### src/design/dma_cfg_pkg.sv
// cache geometry constants and vector types for addresses, words, rows and counts
`default_nettype none

package dma_cfg_pkg;

  localparam int addr_width  = 32;
  localparam int data_width  = 32;
  localparam int block_words = 8;
  localparam int sets        = 16;

  // derived field widths
  localparam int byte_off_width  = $clog2(data_width / 8);
  localparam int word_off_width  = $clog2(block_words);
  localparam int set_width       = $clog2(sets);
  localparam int block_off_width = byte_off_width + word_off_width;
  localparam int count_width     = $clog2(block_words + 1);

  // rows in the data array, one per word of every set
  localparam int rows = sets * block_words;

  typedef logic [addr_width-1:0] addr_t;
  typedef logic [data_width-1:0] word_t;

  // way 1 sits in the upper word
  typedef logic [2*data_width-1:0] way_row_t;

  // set index above word offset
  typedef logic [set_width+word_off_width-1:0] mem_addr_t;

  typedef logic [word_off_width-1:0] word_off_t;
  typedef logic [count_width-1:0] count_t;

endpackage

`default_nettype wire

### src/design/dma_word_counter.sv
// loadable word counter used to walk through a cache block
`timescale 1ns/1ps
`default_nettype none

module dma_word_counter (
  input  wire                   clk_i,
  input  wire                   reset_i,
  input  wire                   set_i,
  input  wire                   en_i,
  input  dma_cfg_pkg::count_t   val_i,
  output dma_cfg_pkg::count_t   count_o
);

  dma_cfg_pkg::count_t count_r;

  // load wins over increment
  always_ff @(posedge clk_i) begin
    if (reset_i) begin
      count_r <= '0;
    end else if (set_i) begin
      count_r <= val_i;
    end else if (en_i) begin
      count_r <= count_r + dma_cfg_pkg::count_t'(1);
    end
  end

  assign count_o = count_r;

  // eviction stops at block_words, fill one short of it
  assert property (@(posedge clk_i) disable iff (reset_i)
    count_r <= dma_cfg_pkg::count_t'(dma_cfg_pkg::block_words))
    else $error("word counter ran past the block");

endmodule

`default_nettype wire

### config.mk
export PLATFORM = sky130hd
export DESIGN_NAME = dma_word_counter
export DESIGN_NICKNAME = d
export VERILOG_FILES = /design/src/design/dma_cfg_pkg.sv /design/src/design/dma_word_counter.sv
export SDC_FILE = /design/constraint.sdc
export NUM_CORES = 1
export LEC_CHECK = 0
export ABC_AREA = 1
export BUFFER_PORTS_ARGS = -buffer_cell sky130_fd_sc_hd__buf_2
export CAP_MARGIN = 40
export CORE_AREA = 4 4 41 43
export DETAILED_ROUTE_END_ITERATION = 7
export DIE_AREA = 0 0 45 47
export PLACE_DENSITY = 0.39
export SYNTH_ARGS = -nofsm -noshare
export SYNTH_HDL_FRONTEND = slang
export SYNTH_SLANG_ARGS = --single-unit
### constraint.sdc
create_clock -name clk_i -period 2.45 [get_ports clk_i]
set_input_delay 0.1225 -clock clk_i [delete_from_list [all_inputs] [get_ports clk_i]]
set_output_delay 0.1225 -clock clk_i [all_outputs]
set_load 0.005 [all_outputs]
==> impl_metrics.ini <==
[outcome]
status = finished clean

[die]
dieWidth_um = 45
initial_utilization_pct = 18.0
ios = 12
rows = 13
dieArea_um2 = 2120
coreArea_um2 = 1300
die_h_um = 47

[clock_network]
cts-hold-fix-buffers = 0
post_cts_buffers = 0
cts_buffers = 3
cts_resized = 0
clock_path_buffers = 2
cts_tree = built
cts_sinks = 4
cts.clk_slew.worst_paths_ns = 0.04
htree_levels = 1
clk_latency_ns = 0.24
root_buffer = clkbuf_4

[sta]
setup_viol = 0
setup_tns_ns = 0
slew-limit-headroom_pct = 88.8
worstMarginPinSlew_ns = 0.167
whs_ns = 0.0743
finalHoldViolCount = 0
slew_violations = 0
post-route-period-util_pct = 39.3
rsz0062_at_grt = no
max_freq_mhz = 1040
finalClockSkew_ns = 0.00155
post-route-min-period_ns = 0.962

[drt]
drt_iter0_drc = 0
ant_nets = 0
post_drt_wl_per_cell_um = 8.89
viasPerCell = 3.94
vias = 252
drc_errors = 0
drt_pre_antenna_iters = 1
wl_um = 569

[place]
post-dp-hpwl_um = 480
io_buffers = 11
post_dp_cell_area_um2 = 308
place_inst = 61
place.gp.congestion = 0.673

[setup_path]
path_delay_family = flip-flops
cp_cell_sequence = ha_1 -> xor2_1 -> nand2_1 -> a21oi_1
cp_num_buf_inv = 0
startpoint_type = flop
cp.required_ns = 2.62
crit_fanout = 4
setup.worst_path.class = flop to flop
cp_slowest_cell = dfxtp_1
crit_arrival_ns = 1.13
critical_path.endpoint_type = flop
critPathMaxStageDelay_ns = 0.39

[finish]
fillerInstances = 164
largest_register_ff_count = 4
fin_cells = 64
seqCellArea_um2 = 80.1
diodes = 0
fin_nets = 60
final_util_pct = 25.4
finalInstanceArea_um2 = 330
syn_to_final_growth_pct = 41.2
multi_input_area_um2 = 131
drive_gt1_share_pct = 34.7

[logic_synthesis]
synth_cell_types = 14
syn_area_um2 = 234
synth-seq-cells = 4
synthesis.nets = 44
synth_area_leaders = dfxtp_1 34%, nand2_1 14%, inv_1 9.6%
syn_avg_cell_area_um2 = 6.68
yosysWarnings = 0
synth_largest_area_cell = dfxtp_1
netlist.area_leader.share_pct = 34.2
netlist_instances = 35
ys_seq_area_share_pct = 34.2

[grt]
grt_pass1_vias = 215
overflow = 0
grt_max_degree = 6
antenna_found_initial = 0
gr-usage-all-layers_pct = 6.64
grt_first_pass_wirelength_um = 869

[power_and_ir_drop]
power_density_nw_per_um2 = 570
leakagePower_nw = 0.185
peakVddDrop_mv = 0.269

[min_path]
hold_class = input pin to flop

[run]
drv_cap = 0
==> kinds of logic after synthesis <==
| logic type | Yosys count | synth area share (%) |
|---|---|---|
| simple gates | 17 | 31.6 |
| buf+inv | 6 | 9.62 |
| compound gates | 5 | 11.8 |
| flops | 4 | 34.2 |
| xor+xnor | 2 | 7.49 |
| fa+ha+maj | 1 | 5.35 |
==> cells in the mapped netlist <==
cell / number
nand2_1: 9
inv_1: 6
dfxtp_1: 4
nor2_1: 3
a21oi_1: 2
nand3_1: 2
nor2_2: 2
a21boi_1: 1
ha_1: 1
nand2_2: 1
o21ai_0: 1
o21ai_1: 1
xnor2_1: 1
xor2_1: 1
==> layout by cell type (no fill, tap or decap), drive strengths merged <==
master	synthesis	routed
nand2	10	10
o21ai	2	2
buf	0	11
xnor2	1	1
xor2	1	1
nor2	5	5
ha	1	1
clkbuf	0	3
a21oi	2	2
a21boi	1	1
dfxtp	4	4
inv	6	6
nand3	2	2
==> final cells by class <==
class / instances / share of cell area, %
multi-input cells: 25 / 39.8
flip-flops and latches: 4 / 24.2
repair buffers: 11 / 16.7
clock buffers: 3 / 6.82
inverters: 6 / 6.82
well taps: 15 / 5.68
==> metal layers <==
layer	global-route usage [%]	part of all wire, %	routed length [um]
met4	5.26	0	0
met3	6.13	12	68
met5	0	0	0
met2	8.19	43	242
met1	6.82	45	258
==> worst paths after layout <==
check             startpoint         end  slack, ns  cells after the start
setup / recovery  count_o[0]  count_o[2]       1.49                      4
hold / removal       reset_i  count_o[2]       0.07                      2
setup reg to reg  count_o[0]  count_o[2]       1.49                      4
hold reg to reg   count_o[3]  count_o[3]       0.58                      4
==> metrics by stage <==
stage	worst slack [ns]	total power [mW]
floorplan	1.52	0.0925
global placement	1.49	0.108
detailed placement	1.50	0.108
CTS	1.48	0.195
global route	1.39	0.207
finish	1.49	0.188
==> power breakdown <==
part / total (mW) / internal, mW / leakage, nW / switching [mW]
logic: 0.0311 / 0.0156 / 0.138 / 0.0155
registers: 0.0754 / 0.0704 / 0.0332 / 0.00500
clock network: 0.0817 / 0.0548 / 0.0138 / 0.0269
total: 0.188 / 0.141 / 0.185 / 0.0474
(Power assumes the default switching activity.)
