[src/design/dma_cfg_pkg.sv]
// cache geometry constants and vector types for addresses, words, rows and counts
`default_nettype none

package dma_cfg_pkg;

  localparam int addr_width  = 32;
  localparam int data_width  = 32;
  localparam int block_words = 8;
  localparam int sets        = 16;

  // derived field widths
  localparam int byte_off_width  = $clog2(data_width / 8);
  localparam int word_off_width  = $clog2(block_words);
  localparam int set_width       = $clog2(sets);
  localparam int block_off_width = byte_off_width + word_off_width;
  localparam int count_width     = $clog2(block_words + 1);

  // rows in the data array, one per word of every set
  localparam int rows = sets * block_words;

  typedef logic [addr_width-1:0] addr_t;
  typedef logic [data_width-1:0] word_t;

  // way 1 sits in the upper word
  typedef logic [2*data_width-1:0] way_row_t;

  // set index above word offset
  typedef logic [set_width+word_off_width-1:0] mem_addr_t;

  typedef logic [word_off_width-1:0] word_off_t;
  typedef logic [count_width-1:0] count_t;

endpackage

`default_nettype wire

[src/design/dma_evict_buffer.sv]
// two-entry buffer between data array reads and the outgoing word stream
`timescale 1ns/1ps
`default_nettype none

module dma_evict_buffer (
  input  wire                  clk_i,
  input  wire                  reset_i,
  input  dma_cfg_pkg::word_t   data_i,
  input  wire                  v_i,
  output logic                 ready_o,
  output logic                 v_o,
  output dma_cfg_pkg::word_t   data_o,
  input  wire                  yumi_i
);

  dma_cfg_pkg::word_t head_r;
  dma_cfg_pkg::word_t tail_r;
  logic               head_v_r;
  logic               tail_v_r;

  assign ready_o = ~tail_v_r;
  assign v_o     = head_v_r;
  assign data_o  = head_r;

  // occupancy
  always_ff @(posedge clk_i) begin
    if (reset_i) begin
      head_v_r <= 1'b0;
      tail_v_r <= 1'b0;
    end else if (yumi_i) begin
      head_v_r <= tail_v_r | v_i;
      tail_v_r <= tail_v_r & v_i;
    end else if (v_i) begin
      head_v_r <= 1'b1;
      tail_v_r <= head_v_r;
    end
  end

  // tail moves up on a pop, otherwise new words land in the first free slot
  always_ff @(posedge clk_i) begin
    if (yumi_i) begin
      head_r <= tail_v_r ? tail_r : data_i;
      tail_r <= data_i;
    end else if (v_i) begin
      if (head_v_r) begin
        tail_r <= data_i;
      end else begin
        head_r <= data_i;
      end
    end
  end

  // the controller checks ready before each push
  assert property (@(posedge clk_i) disable iff (reset_i) v_i |-> ready_o)
    else $error("evict buffer pushed while full");

endmodule

`default_nettype wire

[config.mk]
export PLATFORM = sky130hd
export DESIGN_NAME = dma_evict_buffer
export DESIGN_NICKNAME = d
export VERILOG_FILES = /design/src/design/dma_cfg_pkg.sv /design/src/design/dma_evict_buffer.sv
export SDC_FILE = /design/constraint.sdc
export NUM_CORES = 1
export LEC_CHECK = 0
export ABC_AREA = 0
export BUFFER_PORTS_ARGS = -buffer_cell sky130_fd_sc_hd__buf_2
export CORE_ASPECT_RATIO = 0.7
export CORE_MARGIN = 2
export CORE_UTILIZATION = 51
export CTS_CLUSTER_SIZE = 16
export DETAILED_ROUTE_END_ITERATION = 7
export GPL_TIMING_DRIVEN = 0
export PLACE_DENSITY = 0.78
export SLEW_MARGIN = 20
export SYNTH_ARGS = -nofsm -noshare
export SYNTH_HDL_FRONTEND = slang
export SYNTH_SLANG_ARGS = --single-unit
[constraint.sdc]
create_clock -name clk_i -period 2.8 [get_ports clk_i]
set_input_delay 0.42 -clock clk_i [delete_from_list [all_inputs] [get_ports clk_i]]
set_output_delay 0.42 -clock clk_i [all_outputs]
set_load 0.03 [all_outputs]
==> run metrics <==
status finished clean; max frequency 674 MHz; critical path's largest stage delay 0.66 ns; Slew HR 0.509; die area 0.00557 mm2; Clock transition at path regs 0.07 ns; kind of critical path flip-flop to flip-flop; Remaining DRCs 0; Vias/cell 4.70; Final Hold Viols 0; Layout Nets 228; final core occ 0.675; input/output buffers 69; GR Overflow Total 0; clk buf depth 2; skew final 0.00552 ns; worst min path class input pin to flip-flop; Post-synth top flop edfxtp_1; H-tree lvl count 3; CP required 2.77 ns; post-route insts no fill 266; post-synthesis instance total 111; initial antenna violation count 0; RSZ-0062 raised after global routing false; Global Route Usage Sum 0.165; CP Data Arrival Time 1.45 ns; Placed Cells 250; crit path capture type flip-flop; largest net degree at the start of global routing 33; min Tclk post-route 1.48 ns; top cell type's share of synthesized area 0.757; most frequent cells after synthesis edfxtp_1, mux2_4, buf_6, mux2_2; Post-synth ARST share 0; Chip Height 63.0 um; P_leak 1.39 nW; Crit-path slowest cell a21o_2; share of layout cells above drive strength 1 0.629; worst setup path startpoint v_o; DR iter-0 viols 66; total power 2.28 mW; P&R area growth vs syn 27.2%; Final Wtd Congestion 0.738; first-pass GRT wire length 6390 um; die width 88.3 um; reg2reg setup slack 1.32 ns; synth warn 0; Post-synth EDFFs 64; worst slew pin tran 0.736 ns; Worst VDD drop 0.495 mV; hpwl dp 2920 um; critical path launch point type flip-flop; TritonCTS buffer count 9; FF-to-FF End tail_r[31]; count leader, synth edfxtp_1; Seq cells post-synth 66; critical path endpoint tail_r[31]; Period Utilization, post-route 0.530; Post-CTS Resized 0; Initial Util 0.531; maxcap violations 0; Via Count 1250; ANT nets after route 0; number of setup buffers added after CTS 0; WP depth 1; Power per Cell Area 706 mW/mm2; R2R cell count 1; Core Region 0.00478 mm2; vias in the first global route 1288; Detailed Route WL 4250 um; WL/cell 16.0 um; CTS tree yes; Mapped Nets 147; Pre-antenna DRT Iters 4; clock root buffer clkbuf_8; clk sink count 66; n_diodes 0; Slew Limit Fails 0; clk_lat worst skew 0.34 ns; # hold bufs at CTS 0; post-synthesis cell type count 14; final setup violation count 0; top post-synthesis cells by area edfxtp_1, mux2_4, dfxtp_1; Avg Cell Area, Syn 22.9 um2; Synth Cell Area 0.00254 mm2; CP Cell Sequence a21o_2; CP delay by family, top compound AO/OA/AOI/OAI gates; post-synth top area cell edfxtp_1; Reg-to-Reg Start v_o; IO Count 70; Seq/Total Area, Yosys 0.773; crit path buf inv count 0; critical-path maximum fanout 32; # rows 21
## how the worst min path moves through the flow
stage	from	end	slack, ns	cells past startpoint
finish	data_i[7]	tail_r[7]	0.27	1
global route	reset_i	v_o	0.24	2
CTS	data_i[30]	tail_r[30]	0.25	1
detailed placement	tail_v_r	tail_v_r	0.53	2
global placement	tail_v_r	tail_v_r	0.50	2
floorplan	reset_i	v_o	0.49	1
## flip-flops by register name, indices dropped and copies added, names as in the netlist
register	flops
tail_v_r	1
v_o	1
data_o	32
tail_r	32
## cells by family after synthesis
group	count (synthesis)	share of synthesized area
AOI/OAI and AO/OA	4	0.0113
xor gates and xnor gates	1	0.00345
muxes	32	0.185
and+or+nand+nor	3	0.0113
DFF	66	0.773
buffers and inverters	5	0.0163
## through the flow
stage | instance area (um2) | TNS, ns | hold slack [ns] | setup WS, ns
2_1_floorplan | 2540 | 0 | 0.489 | 0.363
3_3_place_gp | 2970 | -10.57 | 0.500 | -0.332
3_5_place_dp | 3010 | 0 | 0.529 | 1.19
4_1_cts | 3230 | 0 | 0.254 | 1.30
5_1_grt | 3230 | 0 | 0.235 | 1.22
6_report | 3230 | 0 | 0.271 | 1.32
## routing by layer
metal,routed length (um),up-vias,GRT usage,part of all wire
met5,0,-,0,0
met1,1890,588,0.207,0.45
met2,2020,53,0.239,0.48
li1,-,605,-,-
met4,31,0,0.0511,0.0073
met3,306,4,0.100,0.072
## layout make-up
class	instances	area [um2]
Sequential cell	66	1960
Fill cell	344	1550
Multi-Input combinational cell	40	548
Timing Repair Buffer	70	373
Clock buffer	9	124
Clock inverter	7	93.8
Tap cell	69	86.3
Buffer	3	33.8
Inverter	2	7.51
## cell usage in the layout (no fill, tap or decap)
master | synthesis | final
buf_2 | 0 | 69
edfxtp_1 | 64 | 64
mux2_4 | 29 | 29
clkbuf_8 | 0 | 9
buf_6 | 3 | 3
mux2_2 | 3 | 3
inv_1 | 2 | 2
clkinvlp_4 | 0 | 2
bufinv_16 | 0 | 2
clkinv_2 | 0 | 2
dfxtp_1 | 2 | 2
nand2_4 | 1 | 1
o21bai_4 | 0 | 1
a21o_2 | 0 | 1
nand2b_1 | 1 | 1
a31oi_1 | 1 | 1
xor2_1 | 1 | 1
nand4bb_1 | 1 | 1
o31ai_1 | 1 | 1
clkinv_4 | 0 | 1
buf_16 | 0 | 1
## power by group
part	leakage (nW)	switching, mW	internal (mW)
Clock	0.105	0.357	0.499
Combinational	0.630	0.146	0.0910
Sequential	0.656	0.0201	1.17
Total	1.39	0.523	1.76
(Power assumes the default switching activity.)
