[src/design/dma_cfg_pkg.sv]
// cache geometry constants and vector types for addresses, words, rows and counts
`default_nettype none

package dma_cfg_pkg;

  localparam int addr_width  = 32;
  localparam int data_width  = 32;
  localparam int block_words = 8;
  localparam int sets        = 16;

  // derived field widths
  localparam int byte_off_width  = $clog2(data_width / 8);
  localparam int word_off_width  = $clog2(block_words);
  localparam int set_width       = $clog2(sets);
  localparam int block_off_width = byte_off_width + word_off_width;
  localparam int count_width     = $clog2(block_words + 1);

  // rows in the data array, one per word of every set
  localparam int rows = sets * block_words;

  typedef logic [addr_width-1:0] addr_t;
  typedef logic [data_width-1:0] word_t;

  // way 1 sits in the upper word
  typedef logic [2*data_width-1:0] way_row_t;

  // set index above word offset
  typedef logic [set_width+word_off_width-1:0] mem_addr_t;

  typedef logic [word_off_width-1:0] word_off_t;
  typedef logic [count_width-1:0] count_t;

endpackage

`default_nettype wire

[src/design/dma_msg_pkg.sv]
// DMA packet layout and the controller state encoding
`default_nettype none

package dma_msg_pkg;

  // write_not_read on top of the block address
  localparam int dma_pkt_width = dma_cfg_pkg::addr_width + 1;

  typedef logic [dma_pkt_width-1:0] dma_pkt_t;

  // controller states
  typedef enum logic [2:0] {
    IDLE,
    SEND_FILL_ADDR,
    SEND_EVICT_ADDR,
    GET_FILL_DATA,
    SEND_EVICT_DATA
  } dma_state_e;

endpackage

`default_nettype wire

[src/design/cache_dma_ctrl.sv]
// DMA controller FSM for address packets, block fill, block eviction and snoop word
`timescale 1ns/1ps
`default_nettype none

module cache_dma_ctrl (
  input  wire                      clk_i,
  input  wire                      reset_i,
  input  wire                      send_fill_addr_i,
  input  wire                      send_evict_addr_i,
  input  wire                      get_fill_data_i,
  input  wire                      send_evict_data_i,
  input  wire                      way_i,
  input  dma_cfg_pkg::addr_t       addr_i,
  input  dma_cfg_pkg::count_t      count_i,
  input  wire                      fill_v_i,
  input  dma_cfg_pkg::word_t       fill_data_i,
  input  wire                      evict_ready_i,
  input  dma_cfg_pkg::way_row_t    mem_row_i,
  input  wire                      pkt_yumi_i,
  output logic                     done_o,
  output dma_cfg_pkg::word_t       snoop_word_o,
  output dma_msg_pkg::dma_pkt_t    pkt_o,
  output logic                     pkt_v_o,
  output logic                     count_set_o,
  output logic                     count_en_o,
  output dma_cfg_pkg::count_t      count_val_o,
  output logic                     fill_yumi_o,
  output logic                     evict_v_o,
  output dma_cfg_pkg::word_t       evict_data_o,
  output logic                     mem_v_o,
  output logic                     mem_w_o,
  output logic                     mem_way_o,
  output dma_cfg_pkg::mem_addr_t   mem_addr_o,
  output dma_cfg_pkg::way_row_t    mem_data_o
);

  dma_msg_pkg::dma_state_e state_r;
  dma_msg_pkg::dma_state_e state_n;

  logic [dma_cfg_pkg::set_width-1:0] set_idx;
  dma_cfg_pkg::word_off_t            snoop_off;
  dma_cfg_pkg::word_off_t            row_off;
  logic                              fill_last;
  logic                              evict_last;
  logic                              snoop_we;

  assign set_idx   = addr_i[dma_cfg_pkg::block_off_width +: dma_cfg_pkg::set_width];
  assign snoop_off = addr_i[dma_cfg_pkg::byte_off_width +: dma_cfg_pkg::word_off_width];

  assign fill_last  = (count_i == dma_cfg_pkg::count_t'(dma_cfg_pkg::block_words - 1));
  assign evict_last = (count_i == dma_cfg_pkg::count_t'(dma_cfg_pkg::block_words));

  // word 0 is read straight from IDLE before the counter loads
  assign row_off    = (state_r == dma_msg_pkg::IDLE) ? '0 :
                      count_i[dma_cfg_pkg::word_off_width-1:0];
  assign mem_addr_o = {set_idx, row_off};
  assign mem_way_o  = way_i;
  assign mem_data_o = {2{fill_data_i}};

  assign evict_data_o = way_i ? mem_row_i[2*dma_cfg_pkg::data_width-1:dma_cfg_pkg::data_width]
                              : mem_row_i[dma_cfg_pkg::data_width-1:0];

  // block-aligned address below write_not_read
  assign pkt_o = {state_r == dma_msg_pkg::SEND_EVICT_ADDR,
                  addr_i[dma_cfg_pkg::addr_width-1:dma_cfg_pkg::block_off_width],
                  {dma_cfg_pkg::block_off_width{1'b0}}};

  always_comb begin
    state_n     = state_r;
    done_o      = 1'b0;
    pkt_v_o     = 1'b0;
    count_set_o = 1'b0;
    count_en_o  = 1'b0;
    count_val_o = '0;
    fill_yumi_o = 1'b0;
    evict_v_o   = 1'b0;
    mem_v_o     = 1'b0;
    mem_w_o     = 1'b0;

    case (state_r)
      dma_msg_pkg::IDLE: begin
        if (send_fill_addr_i) begin
          state_n = dma_msg_pkg::SEND_FILL_ADDR;
        end else if (send_evict_addr_i) begin
          state_n = dma_msg_pkg::SEND_EVICT_ADDR;
        end else if (get_fill_data_i) begin
          state_n     = dma_msg_pkg::GET_FILL_DATA;
          count_set_o = 1'b1;
        end else if (send_evict_data_i) begin
          state_n     = dma_msg_pkg::SEND_EVICT_DATA;
          count_set_o = 1'b1;
          count_val_o = dma_cfg_pkg::count_t'(1);
          mem_v_o     = 1'b1;
        end
      end

      dma_msg_pkg::SEND_FILL_ADDR,
      dma_msg_pkg::SEND_EVICT_ADDR: begin
        pkt_v_o = 1'b1;
        done_o  = pkt_yumi_i;
        if (pkt_yumi_i) begin
          state_n = dma_msg_pkg::IDLE;
        end
      end

      dma_msg_pkg::GET_FILL_DATA: begin
        mem_v_o     = fill_v_i;
        mem_w_o     = fill_v_i;
        fill_yumi_o = fill_v_i;
        count_en_o  = fill_v_i & ~fill_last;
        count_set_o = fill_v_i & fill_last;
        done_o      = fill_v_i & fill_last;
        if (fill_v_i && fill_last) begin
          state_n = dma_msg_pkg::IDLE;
        end
      end

      dma_msg_pkg::SEND_EVICT_DATA: begin
        // push the row read last time, then read the next one
        evict_v_o   = evict_ready_i;
        mem_v_o     = evict_ready_i & ~evict_last;
        count_en_o  = evict_ready_i & ~evict_last;
        count_set_o = evict_ready_i & evict_last;
        done_o      = evict_ready_i & evict_last;
        if (evict_ready_i && evict_last) begin
          state_n = dma_msg_pkg::IDLE;
        end
      end

      default: begin
        state_n = dma_msg_pkg::IDLE;
      end
    endcase
  end

  always_ff @(posedge clk_i) begin
    if (reset_i) begin
      state_r <= dma_msg_pkg::IDLE;
    end else begin
      state_r <= state_n;
    end
  end

  assign snoop_we = (state_r == dma_msg_pkg::GET_FILL_DATA) & fill_v_i
    & (count_i[dma_cfg_pkg::word_off_width-1:0] == snoop_off);

  always_ff @(posedge clk_i) begin
    if (snoop_we) begin
      snoop_word_o <= fill_data_i;
    end
  end

  // miss handler raises one command at a time
  assert property (@(posedge clk_i) disable iff (reset_i)
    (state_r == dma_msg_pkg::IDLE) |->
      $onehot0({send_fill_addr_i, send_evict_addr_i, get_fill_data_i, send_evict_data_i}))
    else $error("more than one DMA command raised");

endmodule

`default_nettype wire

[config.mk]
export PLATFORM = sky130hd
export DESIGN_NAME = cache_dma_ctrl
export DESIGN_NICKNAME = d
export VERILOG_FILES = /design/src/design/dma_cfg_pkg.sv /design/src/design/dma_msg_pkg.sv /design/src/design/cache_dma_ctrl.sv
export SDC_FILE = /design/constraint.sdc
export NUM_CORES = 1
export LEC_CHECK = 0
export BUFFER_PORTS_ARGS = -buffer_cell sky130_fd_sc_hd__buf_4
export CAP_MARGIN = 20
export CORE_AREA = 10 10 116 118
export DETAILED_ROUTE_END_ITERATION = 16
export DIE_AREA = 0 0 126 128
export PLACE_DENSITY = 0.67
export SYNTH_ARGS = -nofsm -noshare
export SYNTH_HDL_FRONTEND = slang
export SYNTH_SLANG_ARGS = --single-unit
[constraint.sdc]
create_clock -name clk_i -period 12.23 [get_ports clk_i]
set_clock_uncertainty 0.1 [all_clocks]
set_input_delay 2.446 -clock clk_i [delete_from_list [all_inputs] [get_ports clk_i]]
set_output_delay 2.446 -clock clk_i [all_outputs]
set_load 0.03 [all_outputs]
==> Flow_metrics.wiki <==
{| class="wikitable"
! Metric !! Value
|-
| Antenna violations before repair || 0
|-
| Required time at the worst-slack endpoint || 9.68 ns
|-
| Proportion of netlist area held by the largest area contributor || 38.0%
|-
| Detailed-placement wirelength estimate || 9430 um
|-
| Number of buffers inserted by post-CTS setup repair || 0
|-
| Yosys reg bits || 35
|-
| Internal Dissipation || 0.000290 W
|-
| First-pass GRT wire length || 14600 um
|-
| Outcome || completed
|-
| CP Class || in -> out
|-
| Reg-to-reg startpoint || state_r[0]
|-
| Effective utilization at floorplan || 22.5%
|-
| Boundary Pins || 323
|-
| Number of sinks on the clock net || 35
|-
| Part of the Yosys area used for sequential elements || 40.4%
|-
| Largest net degree at the start of global routing || 34
|-
| Final net count || 525
|-
| Via-to-Cell Ratio || 3.99
|-
| Overall die height || 128 um
|-
| R2r worst-path depth || 3
|-
| Clock-pin slew on the worst setup and hold paths || 0.05 ns
|-
| Sum of negative setup slack || 0 ns
|-
| Clock latency reported for the late side of the worst-skew pair || 0.27 ns
|-
| CTS tree || built
|-
| Capturing point of the worst reg2reg path || snoop_word_o[14]
|-
| Sequential group share of total power || 32.5%
|-
| Clock root cell || sky130_fd_sc_hd__clkbuf_16
|-
| Yosys top cell by area || sky130_fd_sc_hd__edfxtp_1
|-
| Worst setup slack after placement || 5.96 ns
|-
| Worst Setup End Kind || output port
|-
| Cells resized by post-CTS repair || 0
|-
| Pleak || 1.89 nW
|-
| Worst setup path endpoint || mem_v_o
|-
| Number of levels the H-tree was split into || 2
|-
| Cell row count || 39
|-
| Final antenna-violating net count || 0
|-
| First-pass DRT Iterations || 3
|-
| Core area || 11200 um2
|-
| Max Clk Rate || 0.159 GHz
|-
| Mean Syn Cell Area || 11.2 um2
|-
| Worst setup margin || 5.96 ns
|-
| Growth of design area from synthesis to finish || 58.1%
|-
| Number of endpoints failing setup at the final stage || 0
|-
| Warnings, synthesis || 0
|-
| Vias in the first global route || 2377
|-
| Number of vias in the routed layout || 2101
|-
| Clock share of power || 32.7%
|-
| Max cap viols || 0
|-
| Flop-to-flop setup slack || 10.22 ns
|-
| Final slew viol count || 0
|-
| Die Wd || 126 um
|-
| Sw Ratio || 29.9%
|-
| Number of buffers inserted by port buffering || 254
|-
| Post-synthesis instance area || 2530 um2
|-
| Fillers || 1129
|-
| Clock buffers created by TritonCTS || 5
|-
| Power after layout || 0.000413 W
|-
| Ratio of cells with drive above 1 in the final layout || 74.7%
|-
| Most area-consuming cells after synthesis || sky130_fd_sc_hd__edfxtp_1 38%, sky130_fd_sc_hd__buf_4 31%, sky130_fd_sc_hd__mux2_2 9.8%
|-
| Total gr overflow || 0
|-
| Part of the cycle the worst path needs || 51.3%
|-
| Critical Path Start Type || primary input
|-
| Die Outline Area || 16100 um2
|-
| Worst endpoint data arrival time || 3.73 ns
|-
| Global-route usage over all layers || 11.4%
|-
| Hold Path Class || reg -> reg
|-
| Critical path launch point || count_i[1]
|-
| Final core area utilization || 35.6%
|-
| Number of hold buffers added after CTS || 0
|-
| Setup repair after global routing missed its margin || no
|-
| P per Cell Area || 104 nW/um2
|-
| Drt wl/cell || 19.6 um
|-
| Highest fanout seen on the critical path || 5
|-
| Inserted Diodes || 0
|-
| Buffer levels on the longest clock path || 2
|-
| Total DRC errors in the routed layout || 0
|-
| Final hold violation count || 0
|-
| Share of power burned in combinational logic || 34.7%
|-
| Switching power || 0.000124 W
|-
| Number of design-rule violations left by the first detailed-router iteration || 22
|-
| Number of instances in the synthesized netlist || 226
|-
| Routed wire length || 10300 um
|-
| Min Clock Period, post-route || 6.27 ns
|-
| Number of distinct library cells after synthesis || 37
|-
| IR Drop Worst-Case VDD || 0.0000690 V
|-
| Global placement routability congestion || 0.755
|}
==> cell families after synthesis <==
logic type      share of synthesized area, %
compound gates                          2.92
xor+xnor                                1.39
buf+inv                                 32.8
flops                                   40.4
mux                                     14.3
other cells                            0.148
simple gates                            8.02
==> worst max-delay path, stage by stage <==
cell and delay (ns):
sky130_fd_sc_hd__buf_4 0.13, sky130_fd_sc_hd__or4b_4 0.54, sky130_fd_sc_hd__nand2_1 0.10, sky130_fd_sc_hd__or3b_1 0.34
sky130_fd_sc_hd__buf_4 0.17
==> cells in the mapped netlist, drive strengths merged <==
master / instances
a211oi: 1
a21oi: 2
a221o: 2
a22o: 1
a311o: 1
and2: 1
and3: 1
and4b: 1
and4bb: 1
buf: 111
clkbuf: 1
clkinv: 1
conb: 1
dfxtp: 3
edfxtp: 32
inv: 1
mux2: 32
nand2: 2
nand2b: 1
nand3: 1
nand4b: 1
nor2: 6
nor2b: 6
nor3: 1
nor3b: 1
nor4: 2
nor4b: 2
o211ai: 1
o21ai: 2
or3b: 2
or4b: 1
xnor2: 1
xor2: 3
==> worst min-delay path by stage <==
| stage | from | slack, ns | cells past startpoint | end |
|---|---|---|---|---|
| floorplan | state_r[1] | 0.41 | 3 | state_r[2] |
| global placement | state_r[2] | 0.51 | 2 | state_r[2] |
| detailed placement | state_r[2] | 0.55 | 2 | state_r[2] |
| CTS | state_r[2] | 0.55 | 2 | state_r[2] |
| global route | state_r[2] | 0.60 | 2 | state_r[2] |
| finish | state_r[2] | 0.56 | 2 | state_r[2] |
==> flip-flops by register name, indices dropped and copies added, names as in the netlist <==
signal	count
snoop_word_o	32
state_r	3
==> layout by cell type, fill, tap and decap left out, types with 2 or more instances in the layout <==
master,instances
sky130_fd_sc_hd__nor2_1,6
sky130_fd_sc_hd__nor4_2,2
sky130_fd_sc_hd__or3b_1,2
sky130_fd_sc_hd__mux2_2,22
sky130_fd_sc_hd__a21oi_1,2
sky130_fd_sc_hd__nor4b_1,2
sky130_fd_sc_hd__conb_1,8
sky130_fd_sc_hd__edfxtp_1,32
sky130_fd_sc_hd__xor2_1,3
sky130_fd_sc_hd__clkbuf_16,5
sky130_fd_sc_hd__clkinv_1,2
sky130_fd_sc_hd__nand2_1,2
sky130_fd_sc_hd__mux2_1,10
sky130_fd_sc_hd__dfxtp_1,3
sky130_fd_sc_hd__a221o_1,2
sky130_fd_sc_hd__nor2b_1,6
sky130_fd_sc_hd__buf_4,255
==> per-stage QoR <==
step / hold slack [ns] / instance area, um2 / std cells
final: 0.557 / 3990 / 527
after global routing: 0.596 / 3990 / 527
after CTS: 0.553 / 3990 / 527
after detailed placement: 0.554 / 3830 / 519
after global placement: 0.512 / 3830 / 519
after floorplan: 0.413 / 2550 / 233
==> final cells by class <==
class | instances | area, um2 | area share (%)
inverters | 2 | 7.51 | 0.188
repair buffers | 255 | 1910 | 47.9
multi-input cells | 84 | 708 | 17.7
well taps | 143 | 179 | 4.48
flip-flops and latches | 35 | 1020 | 25.6
clock inverters | 3 | 38.8 | 0.971
clock buffers | 5 | 125 | 3.13
==> power groups by stage <==
stage | logic [W] | registers, W | clock network (W)
6_report | 0.000144 | 0.000134 | 0.000135
5_1_grt | 0.000151 | 0.000134 | 0.000147
4_1_cts | 0.000146 | 0.000134 | 0.000140
3_5_place_dp | 0.000145 | 0.000137 | 0
3_3_place_gp | 0.000144 | 0.000136 | 0
2_1_floorplan | 0.000111 | 0.000135 | 0
==> layer usage <==
layer	GRT usage (%)	vias up	wire [um]
li1	-	977	-
met1	9.18	929	3000
met2	21.7	191	5570
met3	7.98	4	1710
met4	3.08	0	61
met5	0	-	0
Note: power is estimated with default switching activity, not from simulation.
