`src/design/dma_cfg_pkg.sv`:
```
// cache geometry constants and vector types for addresses, words, rows and counts
`default_nettype none

package dma_cfg_pkg;

  localparam int addr_width  = 32;
  localparam int data_width  = 32;
  localparam int block_words = 8;
  localparam int sets        = 16;

  // derived field widths
  localparam int byte_off_width  = $clog2(data_width / 8);
  localparam int word_off_width  = $clog2(block_words);
  localparam int set_width       = $clog2(sets);
  localparam int block_off_width = byte_off_width + word_off_width;
  localparam int count_width     = $clog2(block_words + 1);

  // rows in the data array, one per word of every set
  localparam int rows = sets * block_words;

  typedef logic [addr_width-1:0] addr_t;
  typedef logic [data_width-1:0] word_t;

  // way 1 sits in the upper word
  typedef logic [2*data_width-1:0] way_row_t;

  // set index above word offset
  typedef logic [set_width+word_off_width-1:0] mem_addr_t;

  typedef logic [word_off_width-1:0] word_off_t;
  typedef logic [count_width-1:0] count_t;

endpackage

`default_nettype wire

```
`src/design/dma_fill_fifo.sv`:
```
// block-deep circular FIFO holding incoming fill words
`timescale 1ns/1ps
`default_nettype none

module dma_fill_fifo (
  input  wire                  clk_i,
  input  wire                  reset_i,
  input  dma_cfg_pkg::word_t   data_i,
  input  wire                  v_i,
  output logic                 ready_o,
  output logic                 v_o,
  output dma_cfg_pkg::word_t   data_o,
  input  wire                  yumi_i
);

  // pointers carry a wrap bit above the index
  logic [dma_cfg_pkg::word_off_width:0] wptr_r;
  logic [dma_cfg_pkg::word_off_width:0] rptr_r;

  dma_cfg_pkg::word_t mem_r [dma_cfg_pkg::block_words];

  logic empty;
  logic full;
  logic push;
  logic pop;

  assign empty = (wptr_r == rptr_r);
  assign full  = (wptr_r[dma_cfg_pkg::word_off_width] != rptr_r[dma_cfg_pkg::word_off_width])
    && (wptr_r[dma_cfg_pkg::word_off_width-1:0] == rptr_r[dma_cfg_pkg::word_off_width-1:0]);

  assign ready_o = ~full;
  assign v_o     = ~empty;
  assign push    = v_i & ready_o;
  assign pop     = yumi_i & v_o;
  assign data_o  = mem_r[rptr_r[dma_cfg_pkg::word_off_width-1:0]];

  always_ff @(posedge clk_i) begin
    if (reset_i) begin
      wptr_r <= '0;
      rptr_r <= '0;
    end else begin
      if (push) begin
        wptr_r <= wptr_r + 1'b1;
      end
      if (pop) begin
        rptr_r <= rptr_r + 1'b1;
      end
    end
  end

  always_ff @(posedge clk_i) begin
    if (push) begin
      mem_r[wptr_r[dma_cfg_pkg::word_off_width-1:0]] <= data_i;
    end
  end

  // controller only pops a word it can see
  assert property (@(posedge clk_i) disable iff (reset_i) yumi_i |-> v_o)
    else $error("fill FIFO popped while empty");

  // memory side never sends more than one block ahead
  assert property (@(posedge clk_i) disable iff (reset_i) v_i |-> ready_o)
    else $error("fill FIFO pushed while full");

endmodule

`default_nettype wire

```
`config.mk`:
```
export PLATFORM = sky130hd
export DESIGN_NAME = dma_fill_fifo
export DESIGN_NICKNAME = d
export VERILOG_FILES = /design/src/design/dma_cfg_pkg.sv /design/src/design/dma_fill_fifo.sv
export SDC_FILE = /design/constraint.sdc
export NUM_CORES = 1
export LEC_CHECK = 0
export BUFFER_PORTS_ARGS = -buffer_cell sky130_fd_sc_hd__clkbuf_2
export CELL_PAD_IN_SITES_DETAIL_PLACEMENT = 0
export CELL_PAD_IN_SITES_GLOBAL_PLACEMENT = 1
export CORE_MARGIN = 10
export CORE_UTILIZATION = 60
export CTS_BUF_LIST = sky130_fd_sc_hd__clkbuf_8
export DETAILED_ROUTE_END_ITERATION = 10
export GPL_TIMING_DRIVEN = 0
export PLACE_DENSITY = 0.94
export SYNTH_ARGS = -nofsm -noshare
export SYNTH_HDL_FRONTEND = slang
export SYNTH_SLANG_ARGS = --single-unit
```
`constraint.sdc`:
```
create_clock -name clk_i -period 7.1 [get_ports clk_i]
set_input_delay 0.355 -clock clk_i [delete_from_list [all_inputs] [get_ports clk_i]]
set_output_delay 0.355 -clock clk_i [all_outputs]
set_load 0.02 [all_outputs]
```
==> results by group, run 1 <==
Route
  – Total number of vias: 5128
  – WL/cell: 24.8 um
  – Initial DRC count: 517
  – ANT nets after route: 0
  – # DRC: 0
  – Via/cell ratio: 6.00
  – Drt total wl: 21200 um
  – Initial DRT Pass Iterations: 5

Outcome
  – Status: completed

Worst setup path
  – Startpoint Class: flop
  – Crit path arrival time: 3.30 ns
  – Worst Path Max Fanout: 10
  – Critical path class: flop to flop
  – R2R Path Start: wptr_r[2]$_SDFFE_PP0P_
  – CP required: 7.37 ns
  – FF-to-FF End: mem_r[5][10]$_DFFE_PP_
  – Worst reg2reg setup slack: 4.08 ns
  – Setup crit end kind: flop
  – Reg2reg path depth: 8

Timing
  – Slew Viols, Final: 0
  – Worst slew pin tran: 1.25 ns
  – Tmin final: 3.02 ns
  – FMAX: 331 MHz
  – Final Skew: 0.0151 ns
  – Final Cycle Share: 42.6%
  – Final setup viols: 0
  – RSZ-0062 raised after global routing: false
  – Hold violation total from the final report: 0
  – Final setup TNS: 0 ns
  – Max_slew headroom: 15.9%

Place
  – Input/output buffers: 68
  – DP HPWL: 14600 um
  – Placement Cell Area: 0.0113 sq mm
  – Placer Congestion: 0.845
  – Placed Cells: 781

Synth
  – Post-Syn Nets: 492
  – Seq/Total Area, Yosys: 76.2%
  – Post-Synthesis Cells: 454
  – Post-synth top area share: 74.1%
  – Syn Area/Cell: 22.8 sq um
  – Yosys reg bits: 267
  – Synthesized area: 0.0104 sq mm
  – Yosys cell types: 34
  – Ys Warns: 0
  – Area leader, netlist: edfxtp_1
  – Top cells by area, synth: edfxtp_1 74%, mux4_2 14%, mux2_2 3.8%, dfxtp_1 2.1%, mux2i_1 0.48%

Floorplan
  – Die area: 0.0229 sq mm
  – Die Height: 151 um
  – FP Rows: 48
  – Area of the core: 0.0171 sq mm
  – Die width: 151 um
  – Initial Utilization: 60.6%
  – IO Pins: 70

Power and ir drop
  – PD cells: 279 mW/mm^2
  – Comb pwr share: 13.9%
  – Switching pwr: 0.814 mW
  – Static leakage: 4.03 nW
  – Power share of the clock group: 33.2%
  – Tot Pwr: 3.37 mW
  – Sequential Power Share: 52.8%
  – Sw frac: 24.2%
  – Peak supply drop: 145 uV
  – Internal power: 2.56 mW

Global route
  – Vias in the first global route: 5357
  – GRT Residual Overflow: 0
  – First-pass GRT wire length: 32000 um
  – Initial antenna violation count: 1
  – Largest net degree at the start of global routing: 23
  – GRT Overall Usage: 18.8%

Finish
  – Cell Count, Final, Fillers Out: 854
  – # nets final: 636
  – Layout cell share with drive strength beyond 1: 44.1%
  – Finished Cell Area: 0.0121 sq mm
  – Area growth syn-to-layout: 16.4%
  – Final core utilization: 70.5%

Hold path
  – WHS Path Cells: 1
  – Hold endpoint: mem_r[6][10]$_DFFE_PP_
  – Worst hold path class: input pin to flop
  – Worst hold start: data_i[10]

CTS
  – Clock sink count: 267
  – CTS hold repair buffers: 0
  – H-tree levels: 2
  – Root buf cell: clkbuf_8
  – Clock slew at reported path FFs: 0.06 ns
  – Postcts setup bufs: 0
  – Clock buffer depth: 3
  – PostCTS Resize Cnt: 0
  – Worst-Skew Late Latency: 0.52 ns
  – Total CTS buffers: 40
  – CTS tree: yes

Flow run
  – Max-Cap Viols: 0
==> power groups by stage <==
stage          Clock (mW)  Sequential, mW  Combinational [mW]
2_1_floorplan           0            1.81               0.326
6_report             1.12            1.78               0.470
3_3_place_gp            0            1.82               0.446
4_1_cts              1.14            1.78               0.477
5_1_grt              1.21            1.78               0.502
3_5_place_dp            0            1.81               0.474
==> how the worst max path moves through the flow <==
stage               slack [ns]                      to              startpoint  cells past startpoint
global placement         -1.01   mem_r[5][9]$_DFFE_PP_  wptr_r[0]$_SDFFE_PP0P_                      4
finish                    4.08  mem_r[5][10]$_DFFE_PP_  wptr_r[2]$_SDFFE_PP0P_                      8
floorplan                 2.24   mem_r[2][0]$_DFFE_PP_  wptr_r[0]$_SDFFE_PP0P_                      4
global route              3.87  mem_r[5][10]$_DFFE_PP_  wptr_r[0]$_SDFFE_PP0P_                      8
detailed placement        4.09   mem_r[5][9]$_DFFE_PP_  wptr_r[2]$_SDFFE_PP0P_                      8
CTS                       4.08  mem_r[5][10]$_DFFE_PP_  wptr_r[2]$_SDFFE_PP0P_                      8
==> worst max-delay path, stage by stage (launching register included) <==
cell and delay [ns]:
dfxtp_1 0.30, buf_6 0.14, xor2_4 0.20, nor4_2 1.08
nor4b_2 0.28, buf_4 0.27, buf_4 0.17, buf_4 0.17
buf_4 0.17
==> through the flow <==
stage / hold slack, ns / setup WS [ns]
after floorplan: 0.454 / 2.24
after global placement: 0.580 / -1.01
after detailed placement: 0.597 / 4.09
after CTS: 0.0897 / 4.08
after global routing: 0.110 / 3.87
final: 0.114 / 4.08
==> synth_stat cells <==
cell,n
xor2_1,3
buf_2,8
xnor2_1,4
nand4_1,4
dfxtp_1,11
o41a_1,1
nor2b_1,6
mux4_2,64
and3b_1,1
or3_1,2
edfxtp_1,256
o211ai_1,2
mux2_1,1
nand2_1,4
o41a_4,1
nand2b_1,5
mux2i_1,5
inv_1,1
buf_1,3
nor4_2,1
a41oi_1,2
nor3_1,3
nand3b_1,1
nor2_1,5
xor2_4,1
buf_6,1
clkbuf_1,9
buf_4,3
mux2_2,35
ha_1,2
mux2_4,2
nor4b_1,3
nor3b_1,2
nor4_1,2
==> per-layer routing <==
metal,track usage (%),share of wire [%],vias to the layer above
li1,-,-,2213
met1,24.6,40,2687
met2,30.6,52,205
met3,4.40,6.9,23
met4,6.53,1.5,0
met5,0,0,-
==> cells in the final DEF (no fill, tap or decap), drive strengths merged <==
| cell type | synthesis | routed |
|---|---|---|
| edfxtp | 256 | 256 |
| clkbuf | 9 | 121 |
| mux4 | 64 | 64 |
| buf | 15 | 49 |
| mux2 | 38 | 38 |
| clkinv | 0 | 16 |
| dfxtp | 11 | 11 |
| inv | 1 | 10 |
| nor2b | 6 | 6 |
| nand2b | 5 | 5 |
| mux2i | 5 | 5 |
| nor2 | 5 | 5 |
| xnor2 | 4 | 4 |
| nand2 | 4 | 4 |
| nand4 | 4 | 4 |
| xor2 | 4 | 4 |
| nor4 | 3 | 3 |
| nor4b | 3 | 3 |
| clkinvlp | 0 | 3 |
| nor3 | 3 | 3 |
| a41oi | 2 | 2 |
| or3 | 2 | 2 |
| o211ai | 2 | 2 |
| ha | 2 | 2 |
| nor3b | 2 | 2 |
| o41a | 2 | 2 |
| diode | 0 | 1 |
| nand3b | 1 | 1 |
| and3b | 1 | 1 |
==> state kept, by name (all words and copies together), names as in the netlist, named ones only <==
| signal | count |
|---|---|
| wptr_r | 4 |
| mem_r | 256 |
| rptr_r | 4 |
==> cells by family (layout without fill, tap and decap cells) <==
logic type               Yosys count  after routing  share of synthesized area (%)
AO/OA/AOI/OAI                      6              6                          0.627
buffers and inverters             25            199                           1.18
adder cells (fa/ha/maj)            2              2                          0.241
AND/OR/NAND/NOR                   39             39                           2.29
other                              0              1                              0
flip-flops                       267            267                           76.2
multiplexers                     107            107                           18.6
XOR/XNOR                           8              8                          0.856
==> area by class of cell <==
class                      count  area [sq um]
antenna                        1          2.50
buffer                        24           119
clock buffer                  44           606
clock inverter                28           121
fill                         973          5040
inverter                       1          3.75
multi-input combinational    162          2390
sequential                   267          7910
tap                          225           282
timing repair buffer         102           642
(Power assumes the default switching activity.)
==> run 2, diff against run 1 <==
--- a/config.mk
+++ b/config.mk
@@ -5,15 +5,16 @@
 export SDC_FILE = /design/constraint.sdc
 export NUM_CORES = 1
 export LEC_CHECK = 0
+export ABC_AREA = 1
 export BUFFER_PORTS_ARGS = -buffer_cell sky130_fd_sc_hd__clkbuf_2
 export CELL_PAD_IN_SITES_DETAIL_PLACEMENT = 0
 export CELL_PAD_IN_SITES_GLOBAL_PLACEMENT = 1
 export CORE_MARGIN = 10
-export CORE_UTILIZATION = 60
+export CORE_UTILIZATION = 51
 export CTS_BUF_LIST = sky130_fd_sc_hd__clkbuf_8
 export DETAILED_ROUTE_END_ITERATION = 10
 export GPL_TIMING_DRIVEN = 0
-export PLACE_DENSITY = 0.94
+export PLACE_DENSITY = 0.88
 export SYNTH_ARGS = -nofsm -noshare
 export SYNTH_HDL_FRONTEND = slang
 export SYNTH_SLANG_ARGS = --single-unit
==> constraint.sdc (replaced) <==
create_clock -name clk_i -period 3.2 [get_ports clk_i]
set_input_delay 0.16 -clock clk_i [delete_from_list [all_inputs] [get_ports clk_i]]
set_output_delay 0.16 -clock clk_i [all_outputs]
set_load 0.02 [all_outputs]
==> run 2 against run 1 <==
Count of clock-buffer cells in the layout down 1. Clock skew decreased by 0.0013 ns. Routed wire length up 18%. Critical endpoint is now data_o[8].
==> results by group, run 2 <==
Global route
  – First-pass GRT wire length: 38700 um (+21%)
  – Initial antenna violation count: 0 (-1)
  – GRT Residual Overflow: 0 (unchanged)
  – Vias in the first global route: 7195 (+34%)
  – GRT Overall Usage: 18.4% (-0.43 points)
  – Largest net degree at the start of global routing: 33 (+43%)

CTS
  – Clock buffer depth: 3 (unchanged)
  – Clock sink count: 267 (unchanged)
  – Total CTS buffers: 41 (+2.5%)
  – Root buf cell: clkbuf_8
  – H-tree levels: 2 (unchanged)
  – CTS tree: yes
  – Worst-Skew Late Latency: 0.53 ns (about the same)
  – PostCTS Resize Cnt: 0 (unchanged)
  – Clock slew at reported path FFs: 0.06 ns (about the same)

Floorplan
  – Die Height: 164 um (+8.5%)
  – Die width: 164 um (+8.5%)
  – IO Pins: 70 (unchanged)
  – Area of the core: 0.0204 sq mm (+19%)
  – Die area: 0.0270 sq mm (+18%)
  – FP Rows: 52 (+8.3%)
  – Initial Utilization: 52.1% (-8.5 points)

Synth
  – Ys async rst share: 0% (unchanged)
  – Syn Area/Cell: 12.0 sq um (-48%)
  – Ys Warns: 0 (unchanged)
  – Prevailing post-synth register cell: edfxtp_1
  – Post-synth top cells: 256 x edfxtp_1, 213 x nor2_1, 134 x o21ai_0
  – Count leader, synth: edfxtp_1
  – Post-Syn Nets: 925 (+88%)
  – EDFF count, synth: 256 (unchanged)
  – Yosys reg bits: 267 (unchanged)
  – Top cells by area, synth: edfxtp_1 72%, nor2_1 7.5%, o21ai_0 6.3%, nand2_1 4.4%, o21ai_1 2.7%
  – Yosys cell types: 20 (-41%)
  – Synthesized area: 0.0106 sq mm (+2.4%)
  – Post-synth top area share: 72.4% (-1.7 points)
  – Post-Synthesis Cells: 887 (+95%)
  – Seq/Total Area, Yosys: 74.5% (-1.8 points)
  – Area leader, netlist: edfxtp_1

Finish
  – Commonest cells after routing, fill and taps aside: 256 x edfxtp_1, 206 x nor2_1, 134 x o21ai_0, 124 x nand2_1, 75 x clkbuf_2
  – Finished Cell Area: 0.0126 sq mm (+4.3%)
  – Layout cell share with drive strength beyond 1: 15.3% (-29 points)
  – Most common cell after layout, fill and taps aside: edfxtp_1
  – Max reg flops: 256 (unchanged)
  – # nets final: 1080 (+70%)
  – Ant. Diodes: 0 (-1)
  – Cell Count, Final, Fillers Out: 1343 (+57%)
  – Area growth syn-to-layout: 18.6%
  – Final core utilization: 61.8% (-8.7 points)

Route
  – ANT nets after route: 0 (unchanged)
  – WL/cell: 18.5 um (-25%)
  – Initial DRC count: 648 (+25%)
  – Via/cell ratio: 5.37 (-11%)
  – Initial DRT Pass Iterations: 6 (+1)
  – Drt total wl: 24900 um (+18%)
  – # DRC: 0 (unchanged)
  – Total number of vias: 7210 (+41%)

Place
  – Placed Cells: 1233 (+58%)
  – Placer Congestion: 0.774 (-8.4%)
  – Input/output buffers: 69 (+1.5%)
  – DP HPWL: 15500 um (+5.7%)
  – Placement Cell Area: 0.0115 sq mm (+1.5%)

Power and ir drop
  – Sequential Power Share: 51.3% (-1.5 points)
  – Tot Pwr: 7.69 mW (+130%)
  – PD cells: 611 mW/mm^2 (+120%)
  – Power share of the clock group: 32.2% (-1.0 points)
  – Switching pwr: 2.14 mW (+160%)
  – Comb pwr share: 16.4% (+2.5 points)
  – Static leakage: 4.61 nW (+14%)
  – Sw frac: 27.8% (+3.6 points)
  – Internal power: 5.56 mW (+120%)
  – Peak supply drop: 340 uV (+130%)

Worst setup path
  – R2R Path Start: wptr_r[2]$_SDFFE_PP0P_
  – Worst Path Max Fanout: 10 (unchanged)
  – Startpoint Class: flop
  – Critical path class: flop to output port
  – Setup crit end kind: output port
  – Reg2reg path depth: 8 (unchanged)
  – FF-to-FF End: mem_r[6][19]$_DFFE_PP_
  – CP required: 3.04 ns (-4.33 ns)
  – Worst reg2reg setup slack: 0.72 ns (-3.36 ns)
  – Crit path arrival time: 2.42 ns (-0.88 ns)

Outcome
  – Status: completed

Timing
  – Hold violation total from the final report: 0 (unchanged)
  – Worst slew pin tran: 0.834 ns (-0.417 ns)
  – FMAX: 387 MHz
  – Final Cycle Share: 80.7%
  – Tmin final: 2.58 ns
  – RSZ-0062 raised after global routing: false
  – Slew Viols, Final: 0 (unchanged)
  – Final setup TNS: 0 ns (unchanged)
  – Final Skew: 0.0137 ns (-0.00135 ns)
  – Max_slew headroom: 44.3% (+28 points)
  – Final setup viols: 0 (unchanged)

Hold path
  – Hold endpoint: mem_r[5][24]$_DFFE_PP_
  – WHS Path Cells: 2 (+1)
  – Worst hold start: data_i[24]
  – Worst hold path class: input pin to flop

Flow run
  – Max-Cap Viols: 0 (unchanged)
==> run 2: layout make-up <==
class	count	area [sq um]
Inverter	18	67.6
Fill cell	1543	7770
Clock buffer	43	592
Sequential cell	267	7910
Multi-Input combinational cell	552	2410
Clock inverter	31	123
Timing Repair Buffer	112	868
Buffer	50	285
Tap cell	270	338
==> run 2: power groups by stage <==
stage / Clock [mW] / Combinational [mW] / Sequential [mW]
after floorplan: 0 / 0.765 / 4.02
after global placement: 0 / 1.19 / 4.02
after detailed placement: 0 / 1.23 / 4.02
after CTS: 2.51 / 1.27 / 3.95
after global routing: 2.67 / 1.40 / 3.95
final: 2.48 / 1.26 / 3.95
==> run 2: how the worst max path moves through the flow <==
| stage | from | endpoint | slack [ns] |
|---|---|---|---|
| after floorplan | wptr_r[0]$_SDFFE_PP0P_ | mem_r[0][0]$_DFFE_PP_ | 0.42 |
| after global placement | wptr_r[0]$_SDFFE_PP0P_ | mem_r[2][29]$_DFFE_PP_ | -0.77 |
| after detailed placement | wptr_r[2]$_SDFFE_PP0P_ | mem_r[6][25]$_DFFE_PP_ | 0.76 |
| after CTS | flop | data_o[8] | 0.63 |
| after global routing | flop | data_o[18] | 0.48 |
| final | flop | data_o[8] | 0.62 |
==> run 2: what timing repair did <==
action / in CTS / in global routing
buffers inserted: 0 / 0
hold buffers: 36 / 0
hold endpoints to repair: 264 / 0
==> run 2: kinds of logic after synthesis <==
logic type,synth area share [%]
AO/OA/AOI/OAI,9.47
adder cells (fa/ha/maj),0.236
buffers and inverters,3.32
AND/OR/NAND/NOR,12.5
flip-flops,74.5
==> run 2: stage by stage <==
stage	setup WS (ns)	hold WS [ns]
2_1_floorplan	0.422	0.259
6_report	0.618	0.452
3_5_place_dp	0.761	0.449
3_3_place_gp	-0.773	0.442
5_1_grt	0.480	0.449
4_1_cts	0.633	0.432
==> run 2: routing by layer <==
metal  vias to the layer above  global-route usage, %  share of wire, %
met5                         -                      0                 0
met4                         0                   5.40               2.0
met3                        42                   3.60               7.5
met2                       277                   30.2                48
met1                      3475                   24.3                43
li1                       3416                      -                 -
==> run 2: critical path, stage by stage, from the launching register on <==
cell and delay [ns]:
dfxtp_1 0.37, buf_2 0.28, clkbuf_1 0.49, o21ai_0 0.20, o21ai_1 0.18, nand2_1 0.08, nand2_1 0.11, clkbuf_2 0.17
